[src/design/pwo_consts.svh]
// Modulus and size macros of the pointwise unit that the RTL and the testbench include
`ifndef PWO_CONSTS_SVH
`define PWO_CONSTS_SVH

// Modulus q = 2^23 - 2^13 + 1
`define PWO_Q           23'd8380417

// Coefficient width and lane width with one zero pad bit on top
`define PWO_COEFF_W     23
`define PWO_LANE_W      24

// Four coefficients per memory word and 64 words per polynomial
`define PWO_LANES       4
`define PWO_WORDS       64
`define PWO_IDX_W       6

// Memory word address
`define PWO_ADDR_W      15

`endif

[src/design/pwo_pkg.sv]
// Shared types of the pointwise unit referenced by scoped names from RTL and testbench
`default_nettype none
`include "pwo_consts.svh"

package pwo_pkg;

    // Pointwise operation
    typedef enum logic [1:0] {
        pwm = 2'd0,
        pwa = 2'd1,
        pws = 2'd2
    } pwo_mode_e;

    // Command latched at start
    typedef struct packed {
        pwo_mode_e mode;
        logic      accumulate;
    } pwo_cmd_t;

    // ====================
    // Memory interface
    // ====================

    typedef enum logic [1:0] {
        rw_idle  = 2'd0,
        rw_read  = 2'd1,
        rw_write = 2'd2
    } rw_cmd_e;

    typedef struct packed {
        rw_cmd_e                 rd_wr_en;
        logic [`PWO_ADDR_W-1:0]  addr;
    } mem_req_t;

    // Polynomial base addresses
    typedef struct packed {
        logic [`PWO_ADDR_W-1:0]  a;
        logic [`PWO_ADDR_W-1:0]  b;
        logic [`PWO_ADDR_W-1:0]  c;
    } base_addr_t;

    // ====================
    // Data words
    // ====================

    typedef struct packed {
        logic                    pad;
        logic [`PWO_COEFF_W-1:0] coeff;
    } lane_t;

    // Lane 0 sits in the low bits
    typedef lane_t [`PWO_LANES-1:0] coeff_word_t;

endpackage

`default_nettype wire

[src/design/pwo_writeback.sv]
// Result stage of the pointwise unit that turns an ALU result into the write request to c
`timescale 1ns/1ns
`default_nettype none
`include "pwo_consts.svh"

module pwo_writeback (
    input  wire [`PWO_ADDR_W-1:0]      base_c_i,
    input  wire                        valid_i,
    input  wire [`PWO_IDX_W-1:0]       idx_i,
    input  wire pwo_pkg::coeff_word_t  res_i,
    output pwo_pkg::mem_req_t          c_wr_req_o,
    output pwo_pkg::coeff_word_t       c_wr_data_o
);

    logic [`PWO_ADDR_W-1:0] wr_addr;

    // Destination word in c
    assign wr_addr = base_c_i + {{(`PWO_ADDR_W - `PWO_IDX_W){1'b0}}, idx_i};

    // Address and data stay at zero between results
    always_comb begin
        if (valid_i) begin
            c_wr_req_o.rd_wr_en = pwo_pkg::rw_write;
            c_wr_req_o.addr     = wr_addr;
            c_wr_data_o         = res_i;
        end else begin
            c_wr_req_o.rd_wr_en = pwo_pkg::rw_idle;
            c_wr_req_o.addr     = '0;
            c_wr_data_o         = '0;
        end
    end

endmodule

`default_nettype wire

[config.mk]
export PLATFORM = sky130hd
export DESIGN_NAME = pwo_writeback
export DESIGN_NICKNAME = d
export VERILOG_FILES = /design/src/design/pwo_pkg.sv /design/src/design/pwo_writeback.sv
export VERILOG_INCLUDE_DIRS = /design/src /design/src/design
export SDC_FILE = /design/constraint.sdc
export NUM_CORES = 1
export LEC_CHECK = 0
export BUFFER_PORTS_ARGS = -buffer_cell sky130_fd_sc_hd__buf_2
export CAP_MARGIN = 20
export CORE_AREA = 5 5 86 88
export DETAILED_ROUTE_END_ITERATION = 8
export DIE_AREA = 0 0 91 93
export PLACE_DENSITY_LB_ADDON = 0.15
export RECOVER_POWER = 100
export REMOVE_ABC_BUFFERS = 1
export SLEW_MARGIN = 10
export SYNTH_ARGS = -nofsm -noshare
export SYNTH_HDL_FRONTEND = slang
export SYNTH_SLANG_ARGS = --single-unit
[constraint.sdc]
create_clock -name vclk -period 5.3
set_input_delay 1.06 -clock vclk [all_inputs]
set_output_delay 1.06 -clock vclk [all_outputs]
set_load 0.02 [all_outputs]
## After elaboration in Yosys (flattened, before gate mapping)

Index checks and enable logic that the tools add are counted.

| storage, ports and cells | value |
|---|---|
| input bits | 118 |
| flip-flop bits (word level) | 0 |

| operators by class | value |
|---|---|
| mux-type cells | 2 |
| add/sub/neg operators | 1 |

Operator list:

| kind | count |
|---|---|
| 2-to-1 mux 96 bit | 1 |
| 2-to-1 mux 17 bit | 1 |
| adder 15 x 6 -> 15 bit | 1 |

## Depth between registers and ports, before layout

Gate-level depths: netlist (run 1).

| depth | value |
|---|---|
| word-level depth | 2 |
| mapped depth | 7 |
| depth with buffers taken out | 7 |

## Least setup slack after synthesis (run 1)

OpenSTA, ideal clock, no wires.

| timing path | value |
|---|---|
| path kind | input -> output |
| from | input base_c_i[0] |
| to | output c_wr_req_o[14] (netlist bit) |
| path buffers | 0 |
| data required time | 4.240 ns |
| setup slack | 1.599 ns |
| arrival | 2.641 ns |
| cell stages on the path | 7 |
| cell sequence | ha_1 > inv_1 > fa_1 > nor2b_1 > o31ai_2 > a211oi_1 > mux2i_1 |

RTL lines:

| element | RTL line | source |
|---|---|---|
| start, declared | pwo_writeback.sv:7 | `` input wire [`PWO_ADDR_W-1:0] base_c_i, `` |
| end, declared | pwo_writeback.sv:11 | `output pwo_pkg::mem_req_t c_wr_req_o,` |

==> results.cfg, run 1 <==
[route]
ant_nets = 0
drtPass1Iterations = 4
wirelength_um = 7687
drt-vias-per-instance = 4.168
drc = 0
routedWlPerCell_um = 15.72
num_vias = 2038
drtIter0Drc = 36

[floorplanning]
io_pins = 231
die-height_um = 93
rows = 30
die_x_um = 91
coreArea_um2 = 6569
die-area_um2 = 8463
start_util_pct = 18.42

[setup_path]
crit_path_max_fanout = 7
worstSetupStartpointType = primary input
slowest_stage = o31ai_1
crit_arrival_ns = 3.03
criticalPathCategory = primary input to primary output
cp-end-kind = primary output
crit_required_ns = 4.24
path_cells = buf_2 > ha_1 > inv_1 > fa_1 > nor2b_1 > o31ai_1 > a21boi_0 > mux2i_1 > clkbuf_1
critical_path.max_stage_delay_ns = 0.66
startpoint = base_c_i[0]

[timing]
rsz0062_at_grt = no
min_period_ns = 4.093
fin_ws_ns = 1.207
finalSetupViolCount = 0
hold_viol_final = 0
slew_headroom_pct = 45.72
fmax_mhz = 244.3
drv_slew = 0
worstMarginPinSlew_ns = 0.8073
finalSetupTns_ns = 0
final.period_utilization_pct = 77.23

[layout]
nFlopsAndLatches = 0
nFillCells = 775
regArea_um2 = 0
drive_above_1_share_pct = 40.10
clkbuf_count = 0
multi_input_area_um2 = 1117
nNetsFinal = 536
final_common_cell = buf_2
syn_to_final_growth_pct = 91.11
finalNonFillerCells = 489
final_cell_mix = buf_2, clkbuf_1, and2_1
diodes = 0
finish.utilization_pct = 35.20

[yosys]
synth_cell_type_count = 37
syn_area_per_cell_um2 = 6.302
syn_area_um2 = 1210
ys_top_cells_by_area = and2_1, ha_1, clkbuf_1
synth_seq_area_share_pct = 0
synth_top_cell_by_area = and2_1
synth_top_area_share_pct = 50.16
synthCells = 192
ys.warnings.count = 0

[grt]
grt_overflow = 0
grtUsageTotal_pct = 16.73
antenna_found_initial = 0
grt_pass1_vias = 2108
grt_max_degree = 59
grt_pass1_wl_um = 11500

[pwr]
p_leak_nw = 1.183
finalPower_mw = 0.2277
pwr_density_cell_nw_per_um2 = 98.49
vdd_drop_max_mv = 0.04576

[placed_design]
io_buffers = 230
dpl_worst_slack_ns = 1.296
dp_cells = 489
hpwl_um = 6839
place_congestion = 0.8270

[job]
maxCapViolations = 0

[clock_network]
ctsResizeCount = 0
postCtsSetupRepairBufs = 0
cts_hold_buf = 0

[min_path]
hold_path_class = primary input to primary output
hold_path_startpoint = res_i[19]

[status]
status = complete, no violations
-- report_power, final --
| group | leakage (nW) | switching, mW | internal [mW] | total, mW |
|---|---|---|---|---|
| combinational | 1.18 | 0.139 | 0.0886 | 0.228 |
| clock | 0 | 0 | 0 | 0 |
| sequential | 0 | 0 | 0 | 0 |
| total | 1.18 | 0.139 | 0.0886 | 0.228 |
-- per-layer routing --
layer / up-vias / global-route usage (%) / share of wire (%)
li1: 1052 / - / -
met1: 883 / 21.48 / 41
met2: 103 / 27.22 / 46
met3: 0 / 7.884 / 13
met4: 0 / 0 / 0
met5: - / 0 / 0
-- worst max-delay path: cells and delay by family --
kind | cells | cell delay, ns
AOI/OAI and AO/OA | 2 | 0.89
buffers and inverters | 3 | 0.43
muxes | 1 | 0.20
adders and majority gates | 2 | 0.37
and+or+nand+nor | 1 | 0.07
-- area by class of cell --
| class | instances | share of cell area (%) |
|---|---|---|
| Timing Repair Buffer | 231 | 46.21 |
| Inverter | 7 | 1.136 |
| Multi-Input combinational cell | 171 | 48.32 |
| Tap cell | 80 | 4.329 |
-- through the flow --
stage,instance area [um^2],hold WS (ns)
2_1_floorplan,1149,2.120
3_3_place_gp,2407,2.446
3_5_place_dp,2407,2.446
4_1_cts,2407,2.445
5_1_grt,2312,2.454
6_report,2312,2.449
-- worst paths after layout --
path,to,cells past startpoint
worst min-delay path,c_wr_data_o[19],3
worst max-delay path,c_wr_req_o[8],9
-- synthesized netlist by cell type --
| cell type | n |
|---|---|
| a2111o_1 | 1 |
| a211oi_1 | 1 |
| a21boi_0 | 1 |
| a21oi_1 | 8 |
| a31oi_1 | 1 |
| and2_1 | 97 |
| and3_1 | 2 |
| buf_2 | 1 |
| buf_4 | 2 |
| clkbuf_1 | 11 |
| clkinv_1 | 1 |
| conb_1 | 1 |
| fa_1 | 1 |
| ha_1 | 6 |
| inv_1 | 6 |
| mux2i_1 | 4 |
| nand2_1 | 10 |
| nand2_2 | 1 |
| nand2b_1 | 4 |
| nand3_1 | 3 |
| nand3_2 | 1 |
| nor2_1 | 4 |
| nor2b_1 | 3 |
| nor3_1 | 1 |
| nor4_1 | 1 |
| o2111a_2 | 1 |
| o2111ai_1 | 1 |
| o211a_4 | 1 |
| o211ai_1 | 1 |
| o21a_1 | 1 |
| o21ai_0 | 6 |
| o31ai_1 | 1 |
| o31ai_2 | 1 |
| or3_1 | 4 |
| or3_2 | 1 |
| or4_1 | 1 |
| xnor2_1 | 1 |
-- cell families after synthesis --
kind of cell,share of synthesized area [%]
compound gates,14.58
fa+ha+maj,7.859
buf+inv,7.238
other cells,0.3099
simple gates,65.98
mux,3.309
xor+xnor,0.7240
No activity file was read; power rests on OpenSTA's default activity.
==> run 2: changes to the inputs <==
- clock period: 5.3 -> 4.05 ns (I/O delays scaled with it)
==> run 2 against run 1 <==
Effect of this change: total power increased by 31%; utilization about the same; die area unchanged; final cell count did not move; first-iteration DRC count is 5.6% higher; combinational power rose by 30%; routed wire length is 0.57% lower; worst setup slack worse by 0.62 ns; critical endpoint is now c_wr_req_o[6]; largest cell class unchanged.
==> results.cfg, run 2 (same netlist as run 1, synthesis figures left out) <==
[status]
status = complete, no violations

[min_path]
holdPathStages = 3
hold_path_startpoint = res_i[19]
min_to = c_wr_data_o[19]
hold_path_class = primary input to primary output

[timing]
final.period_utilization_pct = 85.45
worstMarginPinSlew_ns = 1.444
slew_headroom_pct = 3.707
finalSetupTns_ns = 0
rsz0062_at_grt = no
fmax_mhz = 289.0
min_period_ns = 3.461
fin_ws_ns = 0.5894
hold_viol_final = 0
finalSetupViolCount = 0
drv_slew = 0

[layout]
syn_to_final_growth_pct = 91.00
nFillCells = 801
final_cell_mix = buf_2, clkbuf_1, and2_1
diodes = 0
regArea_um2 = 0
finish.utilization_pct = 35.18
final_common_cell = buf_2
clkbuf_count = 0
drive_above_1_share_pct = 39.61
nNetsFinal = 536
nFlopsAndLatches = 0

[setup_path]
crit_required_ns = 3.24
worstSetupStartpointType = primary input
critical_path.max_stage_delay_ns = 0.44
cp_top_family = compound AO/OA/AOI/OAI gates
cp.buffers_inverters = 3
crit_path_max_fanout = 7
slowest_stage = a2111o_1
cp-end-kind = primary output
crit_arrival_ns = 2.65
criticalPathCategory = primary input to primary output
path_cells = buf_2 > ha_1 > inv_1 > fa_1 > nor2b_1 > o31ai_2 > a2111o_1 > o211ai_1 > clkbuf_1

[floorplanning]
coreArea_um2 = 6569
start_util_pct = 18.42
die_x_um = 91
die-height_um = 93
die-area_um2 = 8463
io_pins = 231
rows = 30

[clock_network]
ctsResizeCount = 0
cts_hold_buf = 0
postCtsSetupRepairBufs = 0

[route]
routedWlPerCell_um = 15.63
drtPass1Iterations = 3
drt-vias-per-instance = 4.084
wirelength_um = 7643
ant_nets = 0
drtIter0Drc = 38
drc = 0
num_vias = 1997

[placed_design]
dpl_worst_slack_ns = 0.6327
hpwl_um = 6787
place_congestion = 0.8108
io_buffers = 230

[pwr]
p_leak_nw = 1.172
finalPower_mw = 0.2973
pwr_density_cell_nw_per_um2 = 128.7
vdd_drop_max_mv = 0.05654

[grt]
antenna_found_initial = 0
grt_overflow = 0
grt_max_degree = 110
grt_pass1_vias = 2022
grt_pass1_wl_um = 11150
grtUsageTotal_pct = 16.29

[job]
maxCapViolations = 0
==> run 2: per-stage QoR <==
step | std cells | hold WS, ns | cell area [um^2]
CTS | 489 | 1.947 | 2407
global route | 489 | 1.987 | 2311
global placement | 489 | 1.946 | 2407
finish | 489 | 1.947 | 2311
detailed placement | 489 | 1.947 | 2407
floorplan | 178 | 1.620 | 1149
==> run 2: final cells by class <==
class	instances	area, um^2	area share, %
multi-input cells	171	1122	48.57
inverters	7	26.28	1.137
repair buffers	231	1062	45.97
well taps	80	100.1	4.331
==> run 2: layer usage <==
metal | vias to the layer above | routed length [um] | global-route usage, % | part of all wire [%]
li1 | 1055 | - | - | -
met3 | 2 | 858 | 6.597 | 11
met5 | - | 0 | 0 | 0
met1 | 841 | 3163 | 21.00 | 41
met4 | 0 | 30 | 0.4890 | 0.39
met2 | 99 | 3590 | 26.98 | 47
==> run 2: how the worst max path moves through the flow <==
stage           startpoint        endpoint  depth (start not counted)
6_report       base_c_i[0]   c_wr_req_o[6]                          9
5_1_grt            valid_i   c_wr_req_o[4]                          5
4_1_cts        base_c_i[0]  c_wr_req_o[14]                          9
2_1_floorplan  base_c_i[0]  c_wr_req_o[14]                          7
3_5_place_dp   base_c_i[0]  c_wr_req_o[14]                          9
3_3_place_gp   base_c_i[0]   c_wr_req_o[6]                          9
==> run 2: tightest hold or removal path, stage by stage <==
cell and delay [ns]:
buf_2 0.07, and2_0 0.10, buf_2 0.15
==> run 2: report_power, final <==
part | internal (mW) | switching, mW
Clock | 0 | 0
Combinational | 0.116 | 0.181
Sequential | 0 | 0
Total | 0.116 | 0.181
==> run 3: changes to the inputs <==
- PLACE_DENSITY: not set -> 0.65
- PLACE_DENSITY_LB_ADDON: 0.15 -> not set
==> run 3 against run 2 <==
Effect of this change: first-iteration DRC count grew 68%; count of clock-buffer cells in the layout did not move; cell area about the same; die area unchanged; critical path type unchanged; worst setup slack worse by 0.050 ns.
==> results.cfg, run 3 (same netlist as run 1, synthesis figures left out) <==
[status]
status = complete, no violations

[layout]
nNetsFinal = 536
diodes = 0
nFlopsAndLatches = 0
fin_area_um2 = 2312
final_common_cell = buf_2
syn_to_final_growth_pct = 91.11
clkbuf_count = 0
regArea_um2 = 0
drive_above_1_share_pct = 39.85
final_cell_mix = buf_2, clkbuf_1, and2_1

[pwr]
intPower_mw = 0.1162
pwr_density_cell_nw_per_um2 = 128.5
pwr-share-seq_pct = 0
netSwitchingFraction_pct = 60.89
p_leak_nw = 1.176
vdd_drop_max_mv = 0.06432
clockPowerShare_pct = 0
power_frac_comb_pct = 100.0
power_switching_mw = 0.1810

[floorplanning]
io_pins = 231
coreArea_um2 = 6569
start_util_pct = 18.42
die-area_um2 = 8463
die_x_um = 91
rows = 30
die-height_um = 93

[grt]
grt_pass1_vias = 2014
grt_pass1_wl_um = 10830
grt_overflow = 0
grt_max_degree = 76
antenna_found_initial = 0
grtUsageTotal_pct = 15.68

[route]
drt-vias-per-instance = 4.282
num_vias = 2094
routedWlPerCell_um = 15.30
drc = 0
drtPass1Iterations = 4
ant_nets = 0
wirelength_um = 7480
drtIter0Drc = 64

[clock_network]
cts_hold_buf = 0
postCtsSetupRepairBufs = 0
ctsResizeCount = 0

[timing]
worstMarginPinSlew_ns = 0.9841
drv_slew = 0
fin_ws_ns = 0.5397
finalSetupTns_ns = 0
rsz0062_at_grt = no
slew_headroom_pct = 34.39
hold-worst-slack_ns = 1.952
fmax_mhz = 284.9
final.period_utilization_pct = 86.67
hold_viol_final = 0
min_period_ns = 3.510
finalSetupViolCount = 0

[setup_path]
crit_path_max_fanout = 7
cp-end-kind = primary output
crit_required_ns = 3.24
crit_arrival_ns = 2.70
worstSetupStartpointType = primary input
criticalPathCategory = primary input to primary output

[min_path]
hold_path_class = primary input to primary output

[placed_design]
place_congestion = 0.8267
dpl_worst_slack_ns = 0.5990
io_buffers = 230
placed_cell_area_um2 = 2407
hpwl_um = 6634

[job]
maxCapViolations = 0
-- run 3: changes by cell type in the layout (fill, tap and decap cells not counted), sizes merged --
cell	change
buf	+1
clkbuf	-1
-- run 3: worst paths after layout --
| path | startpoint | to | cells after the start |
|---|---|---|---|
| worst max-delay path | base_c_i[0] | c_wr_req_o[14] | 9 |
| worst min-delay path | res_i[25] | c_wr_data_o[25] | 3 |
-- run 3: power groups by stage --
stage	clock (mW)	combinational (mW)	sequential [mW]
finish	0	0.297	0
detailed placement	0	0.311	0
global placement	0	0.308	0
global route	0	0.326	0
floorplan	0	0.167	0
CTS	0	0.313	0
-- run 3: worst max-delay path: stages --
cell and delay, ns:
buf_2 0.08, ha_1 0.16, inv_1 0.06, fa_1 0.38, nor2b_1 0.23, o31ai_2 0.17, a211oi_1 0.31, mux2i_1 0.25
clkbuf_1 0.26
-- run 3: routing by layer --
layer | track usage (%) | part of all wire [%]
met1 | 22.55 | 45
met2 | 25.30 | 45
met5 | 0 | 0
met4 | 0.3667 | 0.51
met3 | 3.459 | 8.7
-- run 3: area by class of cell --
cell class | instances | area (um^2)
Inverter | 7 | 26.28
Multi-Input combinational cell | 171 | 1122
Fill cell | 755 | 4257
Tap cell | 80 | 100.1
Timing Repair Buffer | 231 | 1064
-- run 3: metrics by stage --
| stage | util, % | cells | total power, mW |
|---|---|---|---|
| 2_1_floorplan | - | 178 | 0.1674 |
| 3_3_place_gp | 36.65 | 489 | 0.3079 |
| 6_report | 35.20 | 489 | 0.2972 |
| 3_5_place_dp | 36.65 | 489 | 0.3109 |
| 4_1_cts | 36.65 | 489 | 0.3127 |
| 5_1_grt | 35.20 | 489 | 0.3265 |
