$ cat src/design/pwo_consts.svh
// Modulus and size macros of the pointwise unit that the RTL and the testbench include
`ifndef PWO_CONSTS_SVH
`define PWO_CONSTS_SVH

// Modulus q = 2^23 - 2^13 + 1
`define PWO_Q           23'd8380417

// Coefficient width and lane width with one zero pad bit on top
`define PWO_COEFF_W     23
`define PWO_LANE_W      24

// Four coefficients per memory word and 64 words per polynomial
`define PWO_LANES       4
`define PWO_WORDS       64
`define PWO_IDX_W       6

// Memory word address
`define PWO_ADDR_W      15

`endif

$ cat src/design/pwo_pkg.sv
// Shared types of the pointwise unit referenced by scoped names from RTL and testbench
`default_nettype none
`include "pwo_consts.svh"

package pwo_pkg;

    // Pointwise operation
    typedef enum logic [1:0] {
        pwm = 2'd0,
        pwa = 2'd1,
        pws = 2'd2
    } pwo_mode_e;

    // Command latched at start
    typedef struct packed {
        pwo_mode_e mode;
        logic      accumulate;
    } pwo_cmd_t;

    // ====================
    // Memory interface
    // ====================

    typedef enum logic [1:0] {
        rw_idle  = 2'd0,
        rw_read  = 2'd1,
        rw_write = 2'd2
    } rw_cmd_e;

    typedef struct packed {
        rw_cmd_e                 rd_wr_en;
        logic [`PWO_ADDR_W-1:0]  addr;
    } mem_req_t;

    // Polynomial base addresses
    typedef struct packed {
        logic [`PWO_ADDR_W-1:0]  a;
        logic [`PWO_ADDR_W-1:0]  b;
        logic [`PWO_ADDR_W-1:0]  c;
    } base_addr_t;

    // ====================
    // Data words
    // ====================

    typedef struct packed {
        logic                    pad;
        logic [`PWO_COEFF_W-1:0] coeff;
    } lane_t;

    // Lane 0 sits in the low bits
    typedef lane_t [`PWO_LANES-1:0] coeff_word_t;

endpackage

`default_nettype wire

$ cat src/design/pwo_sequencer.sv
// Issue stage of the pointwise unit that takes start, walks the 64 words and issues the reads
`timescale 1ns/1ns
`default_nettype none
`include "pwo_consts.svh"

module pwo_sequencer (
    input  wire                       clk,
    input  wire                       reset_n,
    input  wire                       start_i,
    input  wire pwo_pkg::pwo_cmd_t    cmd_i,
    input  wire pwo_pkg::base_addr_t  base_i,
    output pwo_pkg::mem_req_t         a_rd_req_o,
    output pwo_pkg::mem_req_t         b_rd_req_o,
    output pwo_pkg::mem_req_t         c_rd_req_o,
    output pwo_pkg::pwo_cmd_t         cmd_o,
    output logic                      data_valid_o,
    output logic [`PWO_IDX_W-1:0]     data_idx_o,
    output logic                      busy_o,
    output logic                      done_o
);

    localparam logic [`PWO_IDX_W-1:0] last_idx = `PWO_IDX_W'(`PWO_WORDS - 1);

    pwo_pkg::pwo_cmd_t         cmd_q;
    logic                      issue_q;
    logic [`PWO_IDX_W-1:0]     idx_q;
    logic [1:0]                drain_q;
    logic                      data_valid_q;
    logic [`PWO_IDX_W-1:0]     data_idx_q;
    logic [`PWO_ADDR_W-1:0]    idx_ext;
    logic                      c_rd_en;

    // Busy covers the 64 issue cycles plus two drain cycles for ALU and write
    assign busy_o = issue_q || (drain_q != 2'd0);
    assign done_o = (drain_q == 2'd1);

    always_ff @(posedge clk or negedge reset_n) begin
        if (!reset_n) begin
            cmd_q        <= '0;
            issue_q      <= 1'b0;
            idx_q        <= '0;
            drain_q      <= 2'd0;
            data_valid_q <= 1'b0;
            data_idx_q   <= '0;
        end else begin
            // Line up valid and index with the one-cycle memory latency
            data_valid_q <= issue_q;
            data_idx_q   <= idx_q;
            if (start_i && !busy_o) begin
                cmd_q   <= cmd_i;
                issue_q <= 1'b1;
                idx_q   <= '0;
            end else if (issue_q) begin
                idx_q <= idx_q + 1'b1;
                if (idx_q == last_idx) begin
                    issue_q <= 1'b0;
                    drain_q <= 2'd2;
                end
            end else if (drain_q != 2'd0) begin
                drain_q <= drain_q - 2'd1;
            end
        end
    end

    // ====================
    // Read requests
    // ====================

    assign idx_ext = {{(`PWO_ADDR_W - `PWO_IDX_W){1'b0}}, idx_q};

    // Accumulate source is only fetched for pwm
    assign c_rd_en = issue_q && (cmd_q.mode == pwo_pkg::pwm) && cmd_q.accumulate;

    assign a_rd_req_o.rd_wr_en = issue_q ? pwo_pkg::rw_read : pwo_pkg::rw_idle;
    assign a_rd_req_o.addr     = issue_q ? base_i.a + idx_ext : '0;
    assign b_rd_req_o.rd_wr_en = issue_q ? pwo_pkg::rw_read : pwo_pkg::rw_idle;
    assign b_rd_req_o.addr     = issue_q ? base_i.b + idx_ext : '0;
    assign c_rd_req_o.rd_wr_en = c_rd_en ? pwo_pkg::rw_read : pwo_pkg::rw_idle;
    assign c_rd_req_o.addr     = c_rd_en ? base_i.c + idx_ext : '0;

    assign cmd_o        = cmd_q;
    assign data_valid_o = data_valid_q;
    assign data_idx_o   = data_idx_q;

endmodule

`default_nettype wire

$ cat config.mk
export PLATFORM = sky130hd
export DESIGN_NAME = pwo_sequencer
export DESIGN_NICKNAME = d
export VERILOG_FILES = /design/src/design/pwo_pkg.sv /design/src/design/pwo_sequencer.sv
export VERILOG_INCLUDE_DIRS = /design/src /design/src/design
export SDC_FILE = /design/constraint.sdc
export NUM_CORES = 1
export LEC_CHECK = 0
export BUFFER_PORTS_ARGS = -buffer_cell sky130_fd_sc_hd__clkbuf_2
export CAP_MARGIN = 40
export CELL_PAD_IN_SITES_DETAIL_PLACEMENT = 0
export CELL_PAD_IN_SITES_GLOBAL_PLACEMENT = 1
export CORE_AREA = 2 2 93 95
export CTS_BUF_LIST = sky130_fd_sc_hd__clkbuf_16
export DETAILED_ROUTE_END_ITERATION = 8
export DIE_AREA = 0 0 95 97
export PLACE_DENSITY_LB_ADDON = 0.1
export SETUP_SLACK_MARGIN = 0.05
export SYNTH_ARGS = -nofsm -noshare
export SYNTH_HDL_FRONTEND = slang
export SYNTH_SLANG_ARGS = --single-unit
export TNS_END_PERCENT = 50
$ cat constraint.sdc
create_clock -name clk -period 2.6 [get_ports clk]
set_input_delay 0.52 -clock clk [delete_from_list [all_inputs] [get_ports clk]]
set_output_delay 0.52 -clock clk [all_outputs]
set_load 0.005 [all_outputs]
# Word level (Yosys, flattened, before mapping)
# Cells that the tools add are included.
# totals
regBits	19
# classes
n_eq_ne	3
muxes	13
n_reduce_logical	10
add_sub_neg	5
bitwise_logic	1
# op_table
cell	count
adder 15 x 6 -> 15 bit	3
two-way mux 15 bit	3
two-way mux 6 bit	2
adder 6 x 1 -> 6 bit (second input constant)	1
equality test 6 bit (second input constant)	1
two-way mux 2 bit	3
nonzero test 2 bit	3
two-way mux 1 bit	5
logical AND 1 bit	3
AND reduction 3 bit	1
equality test 2 x 1 -> 1 bit (second input constant)	1
zero test 2 bit	1
!= test 2 x 1 -> 1 bit (second input constant)	1
subtractor 2 x 1 -> 2 bit (second input constant)	1
zero test 1 bit	1
logical OR 1 bit	1
inverter 1 bit	1

# Longest topological paths before layout
# Gate-level depths: netlist of the first run.
# logic_depth
ltp_word	6
depth_mapped	6
ltp_nobuf	6

# Least setup slack after synthesis of the first run
# OpenSTA, ideal clock, no wires.
# synth_timing
path_type	input to output
startpoint	input base_i[15] (netlist name)
endpoint	output b_rd_req_o[6] (netlist name)
t_required_ns	2.080
path_slack_ns	-0.079
n_path_buf	0
arrival_ns	2.159
path_stages	6
path_cell_list	ha_1 -> fa_1 -> a211o_1 -> a211oi_2 -> o21ai_0 -> a21oi_1
# synth_rtl
element	line	text
from (decl)	pwo_sequencer.sv:11	input wire pwo_pkg::base_addr_t base_i,
to (decl)	pwo_sequencer.sv:13	output pwo_pkg::mem_req_t b_rd_req_o,

==> impl_metrics.csv, run 1 <==
group,metric,value,unit
run_status,status,"complete, but fails checks",
run_status,violations,"negative setup slack",
worst_setup_path,cp.required,2.08,ns
detailed_routing,initialDrtViolationCount,67,
synth,ys_ff_latch,19,
clocking,htree_levels,1,
placement,post-place-ws,-0.1975,ns
worst_setup_path,worst_path_largest_cell_delay,0.48,ns
detailed_routing,detailed_route_vias_per_instance,4.957,
clocking,cell_at_the_root_of_the_clock_tree,"sky130_fd_sc_hd__clkbuf_16",
detailed_routing,wl_per_cell,13.39,microns
worst_setup_path,critical_path.cell_chain,"ha_4, fa_2, a211o_1, a211oi_4, buf_4, o31ai_1, a21oi_1, clkbuf_2",
detailed_routing,antenna_left,0,
clocking,clock_tree.buffer_depth,2,
grt,grt_overflow,0,
final_layout,layout-drive-gt1-share,45.29,%
detailed_routing,routed_wl,7.231,mm
placement,dp.final_hpwl,5.711,mm
job,max_cap_violations,0,
grt,grt_antenna_before_repair,0,
clocking,clk_latency,0.25,ns
floorplan,die_w,95,microns
final_layout,fillCellCount,856,
worst_setup_path,critPathArrivalTime,2.34,ns
synth,post_synth_instance_area,0.002316,sq mm
placement,routabilityCongestion,0.7274,
floorplan,io-pin-count,114,
worst_setup_path,setup.reg_to_reg.worst_slack,1.10,ns
pwr,ir_drop,286.0,uV
clocking,cts_tree,"yes",
final_layout,areaGrowthSynthToFinish,53.54,%
floorplan,initial_utilization,28.47,%
timing,finalSetupViolations,26,
synth,ys_warn_count,0,
final_layout,layout.cells.most_common_list,"sky130_fd_sc_hd__clkbuf_2, sky130_fd_sc_hd__buf_4, sky130_fd_sc_hd__nand2_1",
worst_setup_path,criticalPathCategory,"reg2out",
grt,via_count_of_the_first_global_routing_pass,2490,
worst_setup_path,critical_path.top_delay_family,"compound AO/OA/AOI/OAI gates",
final_layout,diodes,0,
timing,rsz_0062_raised_after_global_routing,"true",
pwr,p_per_area,1081,mW/mm^2
synth,yosysSeqAreaShare,20.53,%
timing,fmax,0.3492,GHz
clocking,tritoncts.num_buffers,3,
floorplan,core,0.008134,sq mm
synth,async_reset_ff_share,100.0,%
final_layout,finalNetCount,511,
final_layout,layout_commonest_cell,"sky130_fd_sc_hd__clkbuf_2",
synth,synth_edf_count,0,
timing,skew,0.0008515,ns
worst_setup_path,timing.critical_path.fanout_max,5,
grt,globalRoute.busiestLayer,"met2",
clocking,clk_pin_slew,0.05,ns
timing,layout_worst_path_cycle_share,110.1,%
floorplan,die_area,0.009215,sq mm
synth,post_synth.cell_area_avg,7.877,sq um
floorplan,die_h,97,microns
synth,post_synth_num_cell_types,48,
grt,grt_util_all_layers,15.60,%
pwr,total_leakage_power,1.720,nW
grt,routing_usage_on_met1,20.53,%
grt,grt_pass1_wl,11.86,mm
synth,netlist_instances,294,
worst_setup_path,worst_setup_path_start_kind,"flop",
synth,synth_flop_cell,"sky130_fd_sc_hd__dfrtp_1",
worst_setup_path,timing.reg2reg.worst_path_depth,6,
timing,final.min_clock_period,2.864,ns
placement,portBuffers,110,
timing,slew-limit-headroom,56.84,%
worst_setup_path,critPathCaptureType,"output port",
timing,final-hold-violation-count,0,
worst_setup_path,cpMaxStageDelayCell,"sky130_fd_sc_hd__dfrtp_2",
pwr,fin_total_pwr,3.845,mW
timing,worst_slew_pin_slew,0.6450,ns
grt,globalRouteMet3Util,2.414,%
clocking,total_clock_sinks,19,
detailed_routing,drtPass1Iterations,4,
grt,grt_max_degree,23,
detailed_routing,drc_errors,0,
timing,drv_slew,0,
timing,timing.final.ws_setup,-0.2637,ns
worst_setup_path,worstPathBufferInverterCount,2,
worst_setup_path,crit-reg2reg-launch,"idx_q[1]$_DFFE_PN0P_",
floorplan,std_cell_rows,33,
worst_setup_path,worstSetupPathDepth,8,
grt,grt_use_met2,27.17,%
worst_setup_path,worstReg2RegEnd,"drain_q[1]$_DFFE_PN0P_",
hold_path,worstHoldPathType,"in2async",
detailed_routing,route.vias.total,2677,
## power by group
part / total [mW] / switching [mW] / internal (mW)
registers: 0.620 / 0.174 / 0.446
clock network: 0.308 / 0.102 / 0.206
logic: 2.92 / 1.44 / 1.47
## flip-flops by register name, indices dropped and copies added (netlist names)
register / count
cmd_o: 3
data_idx_o: 6
data_valid_o: 1
drain_q: 2
idx_q: 6
issue_q: 1
## worst max-delay path by stage
stage,startpoint,to
floorplan,base_i[15],b_rd_req_o[12]
detailed placement,base_i[15],b_rd_req_o[12]
finish,idx_q[0]$_DFFE_PN0P_,b_rd_req_o[14]
CTS,idx_q[0]$_DFFE_PN0P_,b_rd_req_o[12]
global placement,base_i[15],b_rd_req_o[12]
global route,idx_q[0]$_DFFE_PN0P_,b_rd_req_o[12]
## through the flow
step	setup TNS [ns]	util [%]	hold slack, ns	area [sq um]	cells
2_1_floorplan	0	-	0.2244	2356	296
3_3_place_gp	-2.100	39.09	0.4856	3179	526
3_5_place_dp	-2.783	39.09	0.4922	3179	526
4_1_cts	-4.630	42.52	0.2300	3458	538
5_1_grt	-6.972	43.72	0.2528	3556	540
6_report	-3.902	43.72	0.2198	3556	540
## cells by family after synthesis
kind of cell / count (synthesis) / share of synthesized area, %
AOI/OAI and AO/OA: 98 / 28.42
DFF: 19 / 20.53
and+or+nand+nor: 111 / 24.85
muxes: 6 / 2.593
other: 1 / 0.1619
buffers and inverters: 22 / 4.592
xor gates and xnor gates: 13 / 4.916
adders and majority gates: 24 / 13.94
## synth_stat cells, types with 2 or more instances
| cell | number | area share, % |
|---|---|---|
| sky130_fd_sc_hd__o31a_1 | 2 | 0.76 |
| sky130_fd_sc_hd__and2_1 | 9 | 2.4 |
| sky130_fd_sc_hd__a211oi_1 | 9 | 2.9 |
| sky130_fd_sc_hd__a211o_1 | 3 | 1.1 |
| sky130_fd_sc_hd__nand2b_1 | 5 | 1.4 |
| sky130_fd_sc_hd__buf_4 | 6 | 1.9 |
| sky130_fd_sc_hd__fa_1 | 3 | 2.6 |
| sky130_fd_sc_hd__nand4_1 | 6 | 1.6 |
| sky130_fd_sc_hd__o21a_1 | 6 | 1.9 |
| sky130_fd_sc_hd__o211ai_1 | 5 | 1.6 |
| sky130_fd_sc_hd__nor2_1 | 24 | 3.9 |
| sky130_fd_sc_hd__a41o_1 | 2 | 0.86 |
| sky130_fd_sc_hd__nand2_1 | 30 | 4.9 |
| sky130_fd_sc_hd__a21oi_1 | 26 | 5.6 |
| sky130_fd_sc_hd__o31ai_1 | 5 | 1.6 |
| sky130_fd_sc_hd__o21ai_1 | 4 | 0.86 |
| sky130_fd_sc_hd__o21ai_0 | 15 | 3.2 |
| sky130_fd_sc_hd__nand3_1 | 8 | 1.7 |
| sky130_fd_sc_hd__a211oi_2 | 3 | 1.6 |
| sky130_fd_sc_hd__inv_1 | 7 | 1.1 |
| sky130_fd_sc_hd__o211a_1 | 2 | 0.86 |
| sky130_fd_sc_hd__xor2_1 | 8 | 3.0 |
| sky130_fd_sc_hd__a31o_2 | 3 | 1.1 |
| sky130_fd_sc_hd__nor4_1 | 3 | 0.81 |
| sky130_fd_sc_hd__a31oi_1 | 2 | 0.54 |
| sky130_fd_sc_hd__or4_1 | 6 | 1.9 |
| sky130_fd_sc_hd__dfrtp_1 | 19 | 21 |
| sky130_fd_sc_hd__clkbuf_1 | 6 | 0.97 |
| sky130_fd_sc_hd__ha_1 | 21 | 11 |
| sky130_fd_sc_hd__and4_1 | 3 | 1.1 |
| sky130_fd_sc_hd__xnor2_1 | 5 | 1.9 |
| sky130_fd_sc_hd__mux2i_1 | 6 | 2.6 |
| sky130_fd_sc_hd__a21o_1 | 7 | 2.3 |
| sky130_fd_sc_hd__or3_1 | 11 | 3.0 |
## final cells by class
cell class                 instances  area (sq um)  area share [%]
clock buffer                       3         75.07           2.111
tap                              105         131.4           3.695
sequential                        19         481.7           13.55
timing repair buffer             149         854.6           24.03
clock inverter                     1         5.005          0.1407
multi-input combinational        255          1978           55.63
inverter                           8         30.03          0.8445
## timing repair
item	in CTS	in global routing
gates resized for setup	28	22
cloned	0	1
setup endpoints to repair	33	31
setup buffers	8	1
hold buffers	0	0
pin swaps	24	14
## per-layer routing
metal / share of wire (%) / vias to the layer above
met5: 0 / -
met4: 0.32 / 0
met3: 5.8 / 2
met2: 49 / 64
met1: 44 / 1236
li1: - / 1375
(Power assumes the default switching activity.)
==> run 2: changes to the inputs <==
- REMOVE_ABC_BUFFERS: unset -> 1
==> run 2 against run 1 <==
The run still ends with negative setup slack left. Utilization increased by 0.80 points. Sequential power increased by 0.8%. Die area unchanged. Power rose by 1.1%. Flip-flop and latch count did not move. Clock skew about the same. Via count rose by 3.0%. Fmax fell by 0.86%. Worst hold slack worse by 0.0052 ns.
==> impl_metrics.csv, run 2 (synthesis results as in run 1) <==
group,metric,value,unit
pwr,clockPowerShare,7.9,%
worst_setup_path,setup.reg_to_reg.worst_slack,1.01,ns
pwr,ir_drop,364.8,uV
floorplan,die_area,0.009215,sq mm
final_layout,areaGrowthSynthToFinish,56.35,%
clocking,htree_levels,1,
timing,timing.final.ws_setup,-0.2887,ns
placement,routabilityCongestion,0.7583,
worst_setup_path,critPathArrivalTime,2.37,ns
pwr,switching_power,1.727,mW
floorplan,die_h,97,microns
clocking,cts_tree,"yes",
grt,via_count_of_the_first_global_routing_pass,2496,
worst_setup_path,timing.critical_path.fanout_max,8,
run_status,violations,"negative setup slack",
placement,dp.final_hpwl,5.650,mm
clocking,tritoncts.num_buffers,3,
clocking,cts_hold_repair.buffers,0,
detailed_routing,wl_per_cell,13.55,microns
floorplan,io-pin-count,114,
worst_setup_path,timing.reg2reg.worst_path_depth,6,
hold_path,worstHoldPathType,"in2async",
detailed_routing,route.vias.total,2756,
job,max_cap_violations,0,
timing,fmax,0.3462,GHz
placement,portBuffers,110,
grt,grt_overflow,0,
pwr,fin_total_pwr,3.887,mW
timing,final-hold-violation-count,0,
timing,skew,0.001305,ns
detailed_routing,routed_wl,7.386,mm
grt,grt_util_all_layers,15.13,%
pwr,seqPwrFrac,16.1,%
clocking,cell_at_the_root_of_the_clock_tree,"sky130_fd_sc_hd__clkbuf_16",
worst_setup_path,worst_setup_path_startpoint,"idx_q[0]$_DFFE_PN0P_",
final_layout,layout.cells.most_common_list,"sky130_fd_sc_hd__clkbuf_2, sky130_fd_sc_hd__buf_4, sky130_fd_sc_hd__nand2_1",
worst_setup_path,worstReg2RegEnd,"drain_q[0]$_DFFE_PN0P_",
timing,slew-limit-headroom,63.35,%
clocking,clk_latency,0.25,ns
floorplan,die_w,95,microns
detailed_routing,initialDrtViolationCount,68,
pwr,p_per_area,1074,mW/mm^2
detailed_routing,drtPass1Iterations,4,
worst_setup_path,criticalPathCategory,"reg2out",
worst_setup_path,worst_setup_path_start_kind,"flop",
final_layout,fillCellCount,857,
timing,drv_slew,0,
detailed_routing,detailed_route_vias_per_instance,5.057,
final_layout,layout-drive-gt1-share,47.27,%
final_layout,diodes,0,
pwr,cell_internal_power,2.160,mW
pwr,total_leakage_power,1.737,nW
worst_setup_path,critPathCaptureType,"output port",
final_layout,post_layout_nonfiller_instances,545,
clocking,clock_tree.buffer_depth,2,
final_layout,finalNetCount,516,
grt,grt_pass1_wl,11.48,mm
pwr,power_switching_share,44.44,%
detailed_routing,antenna_left,0,
floorplan,initial_utilization,28.47,%
timing,layout_worst_path_cycle_share,111.1,%
clocking,total_clock_sinks,19,
grt,grt_max_degree,22,
placement,dp.cells,528,
worst_setup_path,cp.required,2.08,ns
floorplan,core,0.008134,sq mm
final_layout,layout_commonest_cell,"sky130_fd_sc_hd__clkbuf_2",
detailed_routing,drc_errors,0,
pwr,combPwrFrac,76.0,%
floorplan,std_cell_rows,33,
clocking,clk_pin_slew,0.05,ns
timing,rsz_0062_raised_after_global_routing,"true",
worst_setup_path,crit-reg2reg-launch,"idx_q[0]$_DFFE_PN0P_",
timing,final.min_clock_period,2.889,ns
timing,worst_slew_pin_slew,0.5440,ns
run_status,status,"complete, but fails checks",
timing,finalSetupViolations,25,
grt,grt_antenna_before_repair,0,
## run 2: cell types whose count changed in the layout (fill, tap and decap cells not counted), moves of 2 or more
| cell | change |
|---|---|
| sky130_fd_sc_hd__a211oi_2 | +2 |
| sky130_fd_sc_hd__a211oi_4 | -3 |
| sky130_fd_sc_hd__a21oi_1 | -2 |
| sky130_fd_sc_hd__a21oi_2 | +2 |
| sky130_fd_sc_hd__and2_1 | -2 |
| sky130_fd_sc_hd__and2_2 | +2 |
| sky130_fd_sc_hd__buf_4 | +3 |
## run 2: layout make-up
cell class / instances / area [sq um] / share of cell area [%]
timing repair buffer: 154 / 908.4 / 25.09
tap: 105 / 131.4 / 3.628
sequential: 19 / 483.0 / 13.34
inverter: 8 / 33.78 / 0.9330
clock inverter: 1 / 3.754 / 0.1037
multi-input combinational: 255 / 1986 / 54.84
clock buffer: 3 / 75.07 / 2.073
## run 2: power by group through the flow
stage / Sequential (mW) / Clock (mW) / Combinational, mW
floorplan: 0.588 / 0 / 1.41
global route: 0.653 / 0.327 / 3.27
detailed placement: 0.610 / 0 / 2.50
CTS: 0.631 / 0.311 / 2.73
global placement: 0.608 / 0 / 2.48
finish: 0.625 / 0.306 / 2.96
## run 2: per-layer routing
layer / global-route usage, % / vias up / wire length [microns]
met3: 2.025 / 7 / 430
met4: 3.790 / 0 / 71
li1: - / 1397 / -
met5: 0 / - / 0
met2: 26.46 / 73 / 3575
met1: 19.35 / 1279 / 3309
## run 2: worst max-delay path: stages (launching register included)
cell and delay, ns:
sky130_fd_sc_hd__dfrtp_2 0.47, sky130_fd_sc_hd__buf_12 0.15, sky130_fd_sc_hd__ha_4 0.15, sky130_fd_sc_hd__fa_2 0.34
sky130_fd_sc_hd__a211o_1 0.31, sky130_fd_sc_hd__a211oi_2 0.18, sky130_fd_sc_hd__buf_4 0.18, sky130_fd_sc_hd__o31ai_1 0.07
sky130_fd_sc_hd__a21oi_1 0.12, sky130_fd_sc_hd__buf_2 0.13
## run 2: how the worst max path moves through the flow
stage | end | slack [ns] | cells past startpoint
2_1_floorplan | b_rd_req_o[6] | -0.08 | 6
3_3_place_gp | b_rd_req_o[6] | -0.23 | 9
3_5_place_dp | b_rd_req_o[6] | -0.25 | 9
6_report | a_rd_req_o[14] | -0.29 | 9
4_1_cts | a_rd_req_o[12] | -0.32 | 9
5_1_grt | a_rd_req_o[8] | -0.38 | 9
## run 2: repair_timing
action | 4_1_cts | 5_1_grt
buffers inserted | 4 | 8
pin swaps | 9 | 12
resized for setup | 28 | 36
endpoints found under the setup margin | 31 | 32
gates cloned | 0 | 1
## run 2: metrics by stage
stage	setup TNS (ns)	utilization (%)	setup WS [ns]	cell area [sq um]	hold WS, ns
after floorplan	-0.2724	-	-0.07934	2247	0.2244
after global placement	-2.256	38.87	-0.2285	3162	0.4687
after detailed placement	-2.517	38.87	-0.2497	3162	0.4682
after CTS	-4.257	42.22	-0.3197	3435	0.2326
after global routing	-7.055	44.52	-0.3799	3621	0.2542
final	-4.563	44.52	-0.2887	3621	0.2146
